[src/rtl/cnn_dims_pkg.sv]
package cnn_dims_pkg;

	// input frame, square
	localparam int IMAGE_SIZE = 12;

	localparam int KERNEL = 5;	// conv window side, 5x5 as in C1
	localparam int CONV_SIZE = IMAGE_SIZE - KERNEL + 1;	// valid conv positions per side, 8
	localparam int POOL_SIZE = CONV_SIZE / 2;	// 2x2 max pooling with stride 2

	localparam int NUM_MAPS = 2;	// conv feature maps
	localparam int NUM_CLASSES = 4;	// dense output neurons

	// flattened pooled values of one frame, map major
	localparam int DENSE_INPUTS = NUM_MAPS * POOL_SIZE * POOL_SIZE;

	localparam int CLASS_W = $clog2(NUM_CLASSES);	// width of the class index

endpackage
[src/rtl/frame_ctrl.sv]
module frame_ctrl (
	input logic clk,
	input logic reset,
	input logic pixel_valid,
	input logic [$clog2(cnn_dims_pkg::IMAGE_SIZE)-1:0] col,
	input logic [$clog2(cnn_dims_pkg::IMAGE_SIZE)-1:0] row,
	input logic frame_last,
	output logic conv_take,	// live pixel completes a full 5x5 window
	output logic pool_take,	// delayed, lines up with conv_valid
	output logic frame_done
);
	import cnn_dims_pkg::*;

	localparam int POS_W = $clog2(IMAGE_SIZE);
	localparam logic [POS_W-1:0] FIRST_FULL = POS_W'(KERNEL - 1);	// first full window position

	typedef enum logic [1:0] {IDLE, RUN, FINISH} state_t;

	state_t state, state_next;
	logic pool_hit;	// conv position closes a 2x2 block

	always_comb begin
		state_next = state;
		case (state)
			IDLE: if (pixel_valid) state_next = RUN;	// first pixel of a frame
			RUN: if (frame_last) state_next = FINISH;
			FINISH: state_next = pixel_valid ? RUN : IDLE;	// back to back frames skip IDLE
			default: state_next = IDLE;
		endcase
	end

	assign conv_take = (state == RUN) && pixel_valid && (row >= FIRST_FULL) && (col >= FIRST_FULL);

	// conv row and col are odd, measured from the first full window
	assign pool_hit = conv_take && (row[0] ^ FIRST_FULL[0]) && (col[0] ^ FIRST_FULL[0]);

	always_ff @(posedge clk) begin
		if (reset) begin
			state <= IDLE;
			pool_take <= 1'b0;
			frame_done <= 1'b0;
		end else begin
			state <= state_next;
			pool_take <= pool_hit;	// conv result is registered one cycle after its pixel
			// one cycle after FINISH, together with the last pooled value
			frame_done <= (state == FINISH);
		end
	end

	assert property (@(posedge clk) disable iff (reset) frame_done |=> !frame_done)
		else $error("frame_done held for more than one cycle");

endmodule

[config.mk]
export PLATFORM = sky130hd
export DESIGN_NAME = frame_ctrl
export DESIGN_NICKNAME = d
export VERILOG_FILES = /design/src/rtl/cnn_dims_pkg.sv /design/src/rtl/frame_ctrl.sv
export SDC_FILE = /design/constraint.sdc
export NUM_CORES = 1
export LEC_CHECK = 0
export BUFFER_PORTS_ARGS = -buffer_cell sky130_fd_sc_hd__buf_2
export CORE_AREA = 2 2 39 41
export DETAILED_ROUTE_END_ITERATION = 12
export DIE_AREA = 0 0 41 43
export PLACE_DENSITY = 0.33
export SETUP_SLACK_MARGIN = 0.15
export SKIP_CTS_REPAIR_TIMING = 1
export SLEW_MARGIN = 40
export SYNTH_ARGS = -nofsm -noshare
export SYNTH_HDL_FRONTEND = slang
export SYNTH_SLANG_ARGS = --single-unit
[constraint.sdc]
create_clock -name clk -period 0.96 [get_ports clk]
set_input_delay 0.192 -clock clk [delete_from_list [all_inputs] [get_ports clk]]
set_output_delay 0.192 -clock clk [all_outputs]
set_load 0.005 [all_outputs]
; ---- After elaboration in Yosys (flattened, before gate mapping)
; Index checks and enable logic that the tools add are counted.
[classes]
bitwise_logic = 0
reduce_logical = 7
n_lt_le_gt_ge = 2
addsub = 0
eq_ne = 4
mul = 0
muxes = 4
shifts = 0
div_mod_pow = 0
[ops]
columns = operator, count
row1 = 4-bit by 3-bit greater-or-equal comparator with 1-bit output (second input constant), 2
row2 = 2-bit case mux with 3 select lines, 1
row3 = 1-bit logical AND, 5
row4 = 2-bit two-way mux, 2
row5 = 2-bit != test (second input constant), 2
row6 = 2-bit by 1-bit equality test with 1-bit output (second input constant), 1
row7 = 2-bit equality test (second input constant), 1
row8 = 2-bit zero test, 1
row9 = 2-bit AND reduction, 1
row10 = 1-bit two-way mux, 1
[totals]
regBits = 4
output_inout_bits = 3
ramBits = 0
word_cells = 20
mem_bits_ro = 0
memories = 0
in_bits = 12
latchBits = 0

; ---- Longest topological paths before layout
; Gate-level depths: netlist of the first run.
[logic_depth]
ltp_word = 6
ltp_mapped = 2
ltp_nobuf = 2

; ---- Worst setup path before layout of the first run
; OpenSTA, ideal clock, no wires.
[synth_timing]
path_kind = reg2out
start = reg state[1]
end = out conv_take
path_stages_with_launch = 3
t_required_ns = 0.768
path_slack_ns = 0.104
n_path_buf = 0
t_arrival_ns = 0.664
cell_sequence = dfxtp_1 nand2b_1 nor3_1
[synth_between]
elab_chain_len = 4
[synth_rtl]
columns = element, line
row1 = "start, declared", frame_ctrl.sv:19  ; state_t state, state_next;
row2 = "start signal, assigned", frame_ctrl.sv:43  ; state <= state_next;
row3 = 2-bit by 1-bit equality test with 1-bit output, frame_ctrl.sv:32  ; assign conv_take = (state == RUN) && pixel_valid && (row >= FIRST_FULL) && (col >= FIRST_FULL);
row4 = 1-bit logical AND (3 in series), frame_ctrl.sv:32
row5 = "end, declared", frame_ctrl.sv:8  ; output logic conv_take,
; No other way between the ends.

; ---- Final worst setup path of the first run
; Same ends and word-level chain as after synthesis.

==> flow_summary.json, run 1 <==
{
  "drt_iter0_drc": 0,
  "slew-limit-headroom_pct": 84.05,
  "syn_avg_cell_area_um2": 10.09,
  "start_util_pct": 10.94,
  "ys_ff_latch": 4,
  "syn2layout_area_growth_pct": 86.78,
  "finalHoldViolCount": 0,
  "dieWidth_um": 41,
  "crit_type": "register to output port",
  "final_common_cell": "buf_2",
  "clock_latency_ns": 0.23,
  "dieHeight_um": 43,
  "die_area_um2": 1763,
  "power_density_nw_per_um2": 1552,
  "violations": "setup timing",
  "ios": 15,
  "layout-drive-gt1-share_pct": 73.33,
  "cts_tree": "yes",
  "final_cell_count_no_fill": 46,
  "grt_pass1_wl_um": 634,
  "multi_input_area_um2": 87.58,
  "ys_seq_area_share_pct": 52.89,
  "endpoint_kind": "output port",
  "hold_path.class": "input port to register",
  "ir_drop_mv": 0.2757,
  "first_pass_iters": 1,
  "required_ns": 0.77,
  "antenna_found_initial": 0,
  "route.detailed.drc": 0,
  "period_needed_ns": 1.112,
  "fmax_mhz": 899.2,
  "clock_path_buffers": 2,
  "antennaDiodeCount": 0,
  "setup_viol": 1,
  "grt_pass1_vias": 158,
  "core_um2": 1384,
  "placedCellCount": 43,
  "crit_path_max_fanout": 3,
  "drv_cap": 0,
  "regArea_um2": 86.33,
  "p_leak_nw": 0.1199,
  "grt_usage_pct": 5.900,
  "cts_sinks": 4,
  "cp.arrival_ns": 0.92,
  "fill_cells": 165,
  "gp_congestion": 0.5868,
  "vias": 169,
  "setup.worst_path.start_class": "register",
  "grt-ovfl-total": 0,
  "num_rows": 14,
  "synth_cell_type_count": 11,
  "synth_cells": 15,
  "path_clk_slew_ns": 0.04,
  "wire_per_inst_um": 9.000,
  "grt_max_degree": 5,
  "cts_made_buffers": 3,
  "fin_nets": 44,
  "htree_levels": 1,
  "synth.cell_area_um2": 151.4,
  "io_buffers": 12,
  "drt.antenna.violating_nets": 0,
  "rsz0062_at_grt": "yes",
  "period_share_pct": 115.8,
  "drt_wl_total_um": 414,
  "root_buffer": "clkbuf_4",
  "outcome": "finished with violations",
  "final_area_um2": 282.8,
  "clock_skew_ns": 0.003385,
  "post-route-worst-setup-slack_ns": -0.1521,
  "worstMarginPinSlew_ns": 0.2371,
  "slew_violations": 0,
  "synth.net_count": 27,
  "ys_warn_count": 0,
  "detail_route.vias_per_cell": 3.674,
  "placedInstanceArea_um2": 237.7,
  "final_cell_mix": "buf_2, clkbuf_4, nor3b_1, dfxtp_2"
}
## worst max-delay path: stages (launching register included)
cell and delay (ns):
dfxtp_2 0.31, nand2b_4 0.15, nor3_2 0.10, buf_2 0.13
## cells by family after synthesis
family	count (synthesis)	synth area share (%)
flops	4	52.89
simple gates	9	40.50
compound gates	2	6.605
## final timing paths
kind / depth (start not counted) / slack [ns] / startpoint / end
setup / recovery: 3 / -0.15 / state[1] / conv_take
hold / removal: 2 / 0.16 / reset / state[0]
setup reg to reg: 2 / 0.05 / state[0] / state[0]
hold reg to reg: 1 / 0.45 / state[0] / frame_done
## synth_stat cells
master	instances	area share, %
dfxtp_1	4	53
nor3b_1	2	9.9
a21oi_1	1	3.3
nand2b_1	1	4.1
nand2b_2	1	5.8
nand3b_1	1	5.0
nor2_1	1	2.5
nor3_1	1	3.3
nor4_1	1	4.1
o21ai_1	1	3.3
or3b_1	1	5.8
## sequential cells by signal, indices dropped and copies added, names as in the netlist
| register | cells |
|---|---|
| state | 2 |
| pool_take | 1 |
| frame_done | 1 |
## stage by stage
step	TNS, ns	hold slack, ns	setup WS [ns]	power, mW	util, %
2_1_floorplan	0	0.2537	0.1365	0.1972	-
3_3_place_gp	0	0.3951	0.05556	0.2218	17.18
3_5_place_dp	0	0.4141	0.02634	0.2239	17.18
4_1_cts	-0.2359	0.1627	-0.2359	0.4461	18.81
5_1_grt	-0.1945	0.1650	-0.1945	0.4674	20.43
6_report	-0.1521	0.1649	-0.1521	0.4388	20.43
## per-layer routing
layer,wire length [um],track usage (%),up-vias,part of all wire (%)
met2,272,8.125,3,66
met5,0,0,-,0
li1,-,-,86,-
met3,22,1.571,0,5.3
met1,120,5.714,80,29
met4,0,8.000,0,0
## final cells by class
class,instances,area share [%]
Clock buffer,3,7.965
Multi-Input combinational cell,11,30.97
Sequential cell,4,30.53
Tap cell,16,7.080
Timing Repair Buffer,12,23.45
## where the power goes
part	internal, mW	switching [mW]	total [mW]
Combinational	0.0294	0.0204	0.0499
Sequential	0.172	0.00516	0.178
Clock	0.140	0.0714	0.211
Power figures use the tool's default switching activity.
==> run 2: changes to the inputs <==
--- a/config.mk
+++ b/config.mk
@@ -5,11 +5,12 @@
 export SDC_FILE = /design/constraint.sdc
 export NUM_CORES = 1
 export LEC_CHECK = 0
+export ABC_AREA = 1
 export BUFFER_PORTS_ARGS = -buffer_cell sky130_fd_sc_hd__buf_2
 export CORE_AREA = 2 2 39 41
 export DETAILED_ROUTE_END_ITERATION = 12
 export DIE_AREA = 0 0 41 43
-export PLACE_DENSITY = 0.33
+export PLACE_DENSITY = 0.34
 export SETUP_SLACK_MARGIN = 0.15
 export SKIP_CTS_REPAIR_TIMING = 1
 export SLEW_MARGIN = 40
==> run 2 against run 1 <==
  * The run still ends with setup timing left
  * Sequential power barely moved
  * Combinational power rose by 15%
  * Sequential cell count unchanged
  * First-iteration DRC count is the same
  * Largest cell class is now non-clock buffers
  * Highest routed layer unchanged
==> flow_summary.json, run 2 <==
{
  "ys_ff_latch": 4,
  "clock_latency_ns": 0.23,
  "clock_path_buffers": 2,
  "start_util_pct": 11.84,
  "placedCellCount": 52,
  "drt.antenna.violating_nets": 0,
  "dieHeight_um": 43,
  "setup_viol": 1,
  "synthSimpleGateAreaFrac_pct": 36.64,
  "final_cell_count_no_fill": 57,
  "cts_sinks": 4,
  "synthMuxAreaShare_pct": 0,
  "vias": 193,
  "slew_violations": 0,
  "gp_congestion": 0.6759,
  "endpoint_kind": "output port",
  "cts_made_buffers": 3,
  "outcome": "finished with violations",
  "fin_nets": 55,
  "synth_cell_type_count": 10,
  "core_um2": 1384,
  "grt_pass1_wl_um": 641,
  "slew-limit-headroom_pct": 90.51,
  "io_buffers": 12,
  "synth.net_count": 34,
  "required_ns": 0.77,
  "detail_route.vias_per_cell": 3.386,
  "grt_max_degree": 5,
  "ys_seq_area_share_pct": 48.85,
  "synth.cell_area_um2": 163.9,
  "synthArstFlopShare_pct": 0,
  "ir_drop_mv": 0.4980,
  "first_pass_iters": 1,
  "cts_tree": "yes",
  "drt_wl_total_um": 360,
  "syn_avg_cell_area_um2": 7.450,
  "antennaDiodeCount": 0,
  "die_area_um2": 1763,
  "path_clk_slew_ns": 0.04,
  "multi_input_area_um2": 67.56,
  "num_rows": 14,
  "syn2layout_area_growth_pct": 83.21,
  "totalPowerFinal_mw": 0.4414,
  "synth_top_family_by_area": "simple AND/OR/NAND/NOR gates",
  "synthTopCellsByCount": "inv_1, dfxtp_1, nor2_1",
  "holdWs_ns": 0.1556,
  "synth_edf_count": 0,
  "fill_cells": 159,
  "synth_cells": 22,
  "cp.arrival_ns": 0.94,
  "crit_type": "register to output port",
  "crit_path_max_fanout": 2,
  "power_density_nw_per_um2": 1470,
  "regArea_um2": 81.33,
  "wire_per_inst_um": 6.316,
  "worstMarginPinSlew_ns": 0.1413,
  "root_buffer": "clkbuf_4",
  "final_cell_mix": "buf_2, inv_1, buf_4",
  "synth_top_area_cell": "dfxtp_1",
  "period_share_pct": 117.9,
  "drt_iter0_drc": 0,
  "period_needed_ns": 1.132,
  "top_regs": "state: 2 flops, frame_done: 1 flops, pool_take: 1 flops",
  "fmax_mhz": 883.2,
  "layout-drive-gt1-share_pct": 60.98,
  "synth_most_common_cell": "inv_1",
  "setup.worst_path.start_class": "register",
  "grt_usage_pct": 5.611,
  "dieWidth_um": 41,
  "grt_pass1_vias": 189,
  "rsz0062_at_grt": "yes",
  "clock_skew_ns": 0.001029,
  "tns_ns": -0.1722,
  "placedInstanceArea_um2": 259.0,
  "ys_warn_count": 0,
  "antenna_found_initial": 0,
  "final_common_cell": "buf_2",
  "synth-xor-area-share_pct": 0,
  "largest_register": "state",
  "route.detailed.drc": 0,
  "grt-ovfl-total": 0,
  "htree_levels": 1,
  "synth_top_area_share_pct": 48.85,
  "synth_fa_ha_area_share_pct": 0,
  "synth_compound_area_share_pct": 3.053,
  "synthFlopType": "dfxtp_1",
  "post-route-worst-setup-slack_ns": -0.1722,
  "ys_top_cells_by_area": "dfxtp_1, inv_1, nor2_2",
  "ios": 15,
  "largest_reg_flops": 2,
  "hpwl_um": 288.7,
  "p_leak_nw": 0.1613,
  "finalHoldViolCount": 0,
  "hold_path.class": "input port to register",
  "drv_cap": 0,
  "final_area_um2": 300.3,
  "violations": "setup timing"
}
-- run 2: cell types whose count changed in the layout (fill, tap and decap cells not counted), sizes merged, moves of 2 or more --
| cell | delta |
|---|---|
| buf | +4 |
| inv | +5 |
| nand2 | +3 |
| nand2b | -2 |
| nor2 | +4 |
| nor3b | -2 |
-- run 2: cell families (layout without fill, tap and decap cells) --
| logic type | count (synthesis) | after routing |
|---|---|---|
| and+or+nand+nor | 12 | 12 |
| buffers and inverters | 5 | 24 |
| DFF | 4 | 4 |
| AOI/OAI and AO/OA | 1 | 1 |
-- run 2: worst paths after layout --
kind	start	end	slack (ns)	cells after the start
setup / recovery	state[1]	conv_take	-0.17	6
hold / removal	reset	state[0]	0.16	2
setup reg to reg	state[1]	pool_take	0.04	7
hold reg to reg	state[0]	state[1]	0.47	2
-- run 2: area by class of cell --
class | instances | area share [%]
Timing Repair Buffer | 16 | 30.00
Sequential cell | 4 | 27.08
Multi-Input combinational cell | 13 | 22.50
Clock buffer | 3 | 7.500
Tap cell | 16 | 6.667
Inverter | 5 | 6.250
-- run 2: power breakdown --
part,switching [mW],internal [mW],total [mW]
Clock,0.0686,0.140,0.208
Combinational,0.0240,0.0332,0.0572
Sequential,0.00257,0.173,0.176
Total,0.0952,0.346,0.441
-- run 2: critical path, stage by stage, from the launching register on --
cell and delay [ns]:
dfxtp_1 0.30, inv_2 0.06, nand2_2 0.05, nor2_2 0.11, nand2_2 0.06, inv_1 0.04
buf_2 0.10
-- run 2: through the flow --
step	util, %	setup slack, ns
final	21.70	-0.1722
after global routing	21.70	-0.2636
after CTS	20.34	-0.2027
after detailed placement	18.72	0.04991
after global placement	18.72	0.03072
after floorplan	-	0.1530
-- run 2: per-layer routing --
metal / GRT usage [%] / share of wire [%] / up-vias / routed length [um]
met3: 5.236 / 13 / 0 / 47
li1: - / - / 106 / -
met5: 0 / 0 / - / 0
met2: 6.875 / 42 / 9 / 151
met1: 6.709 / 44 / 78 / 160
met4: 2.000 / 0 / 0 / 0
==> run 3: changes to the inputs <==
--- a/config.mk
+++ b/config.mk
@@ -6,7 +6,7 @@
 export NUM_CORES = 1
 export LEC_CHECK = 0
 export ABC_AREA = 1
-export BUFFER_PORTS_ARGS = -buffer_cell sky130_fd_sc_hd__buf_2
+export BUFFER_PORTS_ARGS = -buffer_cell sky130_fd_sc_hd__clkbuf_2
 export CORE_AREA = 2 2 39 41
 export DETAILED_ROUTE_END_ITERATION = 12
 export DIE_AREA = 0 0 41 43
==> run 3 against run 2 <==
  * The flow still finishes with violations (setup timing)
  * Largest cell class unchanged
  * Clock power is essentially flat
  * Combinational power shrank 0.9%
  * Critical endpoint unchanged
  * Power grew 0.26%
  * Die area is the same
  * Critical path depth is the same
  * Count of clock-buffer cells in the layout is the same
  * Utilization shrank 0.27 points
  * Sequential share of layout area shrank 0.079 points
  * First-iteration DRC count grew 7
==> flow_summary.json, run 3 (synthesis results as in run 2) <==
{
  "syn2layout_area_growth_pct": 80.92,
  "gp_congestion": 0.6349,
  "fin_nets": 55,
  "grt_pass1_wl_um": 607,
  "grt_pass1_vias": 174,
  "clock_skew_ns": 0.002367,
  "path_clk_slew_ns": 0.04,
  "largest_register": "state",
  "largest_reg_flops": 2,
  "setup.worst_path.start_class": "register",
  "wire_per_inst_um": 6.526,
  "drv_cap": 0,
  "violations": "setup timing",
  "clock_path_buffers": 2,
  "dieHeight_um": 43,
  "crit_chain": "inv_2, nand2_2, nor2_2, nand2_1, inv_1, clkbuf_2",
  "cp.arrival_ns": 0.93,
  "hold_path.class": "input port to register",
  "cp_num_buf_inv": 3,
  "rsz0062_at_grt": "yes",
  "grt_usage_pct": 5.311,
  "critPathSlowestCell": "dfxtp_1",
  "crit_type": "register to output port",
  "drt_wl_total_um": 372,
  "finalHoldViolCount": 0,
  "io_buffers": 12,
  "setup_viol": 1,
  "p_leak_nw": 0.1623,
  "cp_top_family": "flip-flops",
  "slowest_delay_ns": 0.30,
  "ios": 15,
  "grt-ovfl-total": 0,
  "htree_levels": 1,
  "die_area_um2": 1763,
  "antennaDiodeCount": 0,
  "drt_iter0_drc": 7,
  "slew_violations": 0,
  "cts_sinks": 4,
  "cts_made_buffers": 3,
  "cts_tree": "yes",
  "totalPowerFinal_mw": 0.4426,
  "top_regs": "state: 2 flops, frame_done: 1 flops, pool_take: 1 flops",
  "worstMarginPinSlew_ns": 0.1401,
  "hpwl_um": 302,
  "crit_path_max_fanout": 2,
  "dieWidth_um": 41,
  "slew-limit-headroom_pct": 90.59,
  "core_um2": 1384,
  "required_ns": 0.77,
  "layout-drive-gt1-share_pct": 56.10,
  "detail_route.vias_per_cell": 3.368,
  "start_util_pct": 11.84,
  "first_pass_iters": 4,
  "vias": 192,
  "route.detailed.drc": 0,
  "power_density_nw_per_um2": 1493,
  "holdWs_ns": 0.1671,
  "antenna_found_initial": 0,
  "num_rows": 14,
  "period_share_pct": 116.6,
  "tns_ns": -0.1590,
  "root_buffer": "clkbuf_4",
  "grt_max_degree": 5,
  "period_needed_ns": 1.119,
  "clock_latency_ns": 0.24,
  "final_cell_mix": "clkbuf_2, inv_1, dfxtp_1, buf_4",
  "ir_drop_mv": 0.5027,
  "fmax_mhz": 893.7,
  "post-route-worst-setup-slack_ns": -0.1590,
  "drt.antenna.violating_nets": 0,
  "final_common_cell": "clkbuf_2",
  "endpoint_kind": "output port",
  "outcome": "finished with violations"
}
run 3: cell types whose count changed in the layout (fill, tap and decap cells not counted), sizes merged:
cell / change
buf: -10
clkbuf: +10
run 3: area by class of cell:
cell class | count | area (um^2)
clock buffer | 3 | 22.52
fill | 161 | 1087
inverter | 5 | 18.77
multi-input combinational | 13 | 65.06
sequential | 4 | 80.08
tap | 16 | 20.02
timing repair buffer | 16 | 90.09
run 3: routing by layer:
| metal | part of all wire, % | global-route usage (%) | wire length (um) | up-vias |
|---|---|---|---|---|
| li1 | - | - | - | 105 |
| met1 | 45 | 6.390 | 167 | 76 |
| met2 | 42 | 6.563 | 155 | 11 |
| met3 | 13 | 4.712 | 49 | 0 |
| met4 | 0 | 2.000 | 0 | 0 |
| met5 | 0 | 0 | 0 | - |
run 3: power breakdown:
part | switching (mW) | internal, mW
Sequential | 0.00245 | 0.173
Combinational | 0.0241 | 0.0325
Clock | 0.0710 | 0.140
run 3: worst paths after layout:
path                     to  startpoint  slack [ns]  depth (start not counted)
setup / recovery  conv_take    state[1]       -0.16                          6
hold / removal     state[0]       reset        0.17                          2
setup reg to reg  pool_take    state[1]        0.06                          7
hold reg to reg    state[1]    state[0]        0.48                          2
run 3: per-stage QoR:
step	worst slack, ns	cells	utilization, %	area [um^2]
global placement	0.02538	52	18.72	259.0
finish	-0.1590	57	21.43	296.5
floorplan	0.1530	22	-	163.9
detailed placement	0.02367	52	18.72	259.0
global route	-0.2313	57	21.43	296.5
CTS	-0.2274	55	20.34	281.5
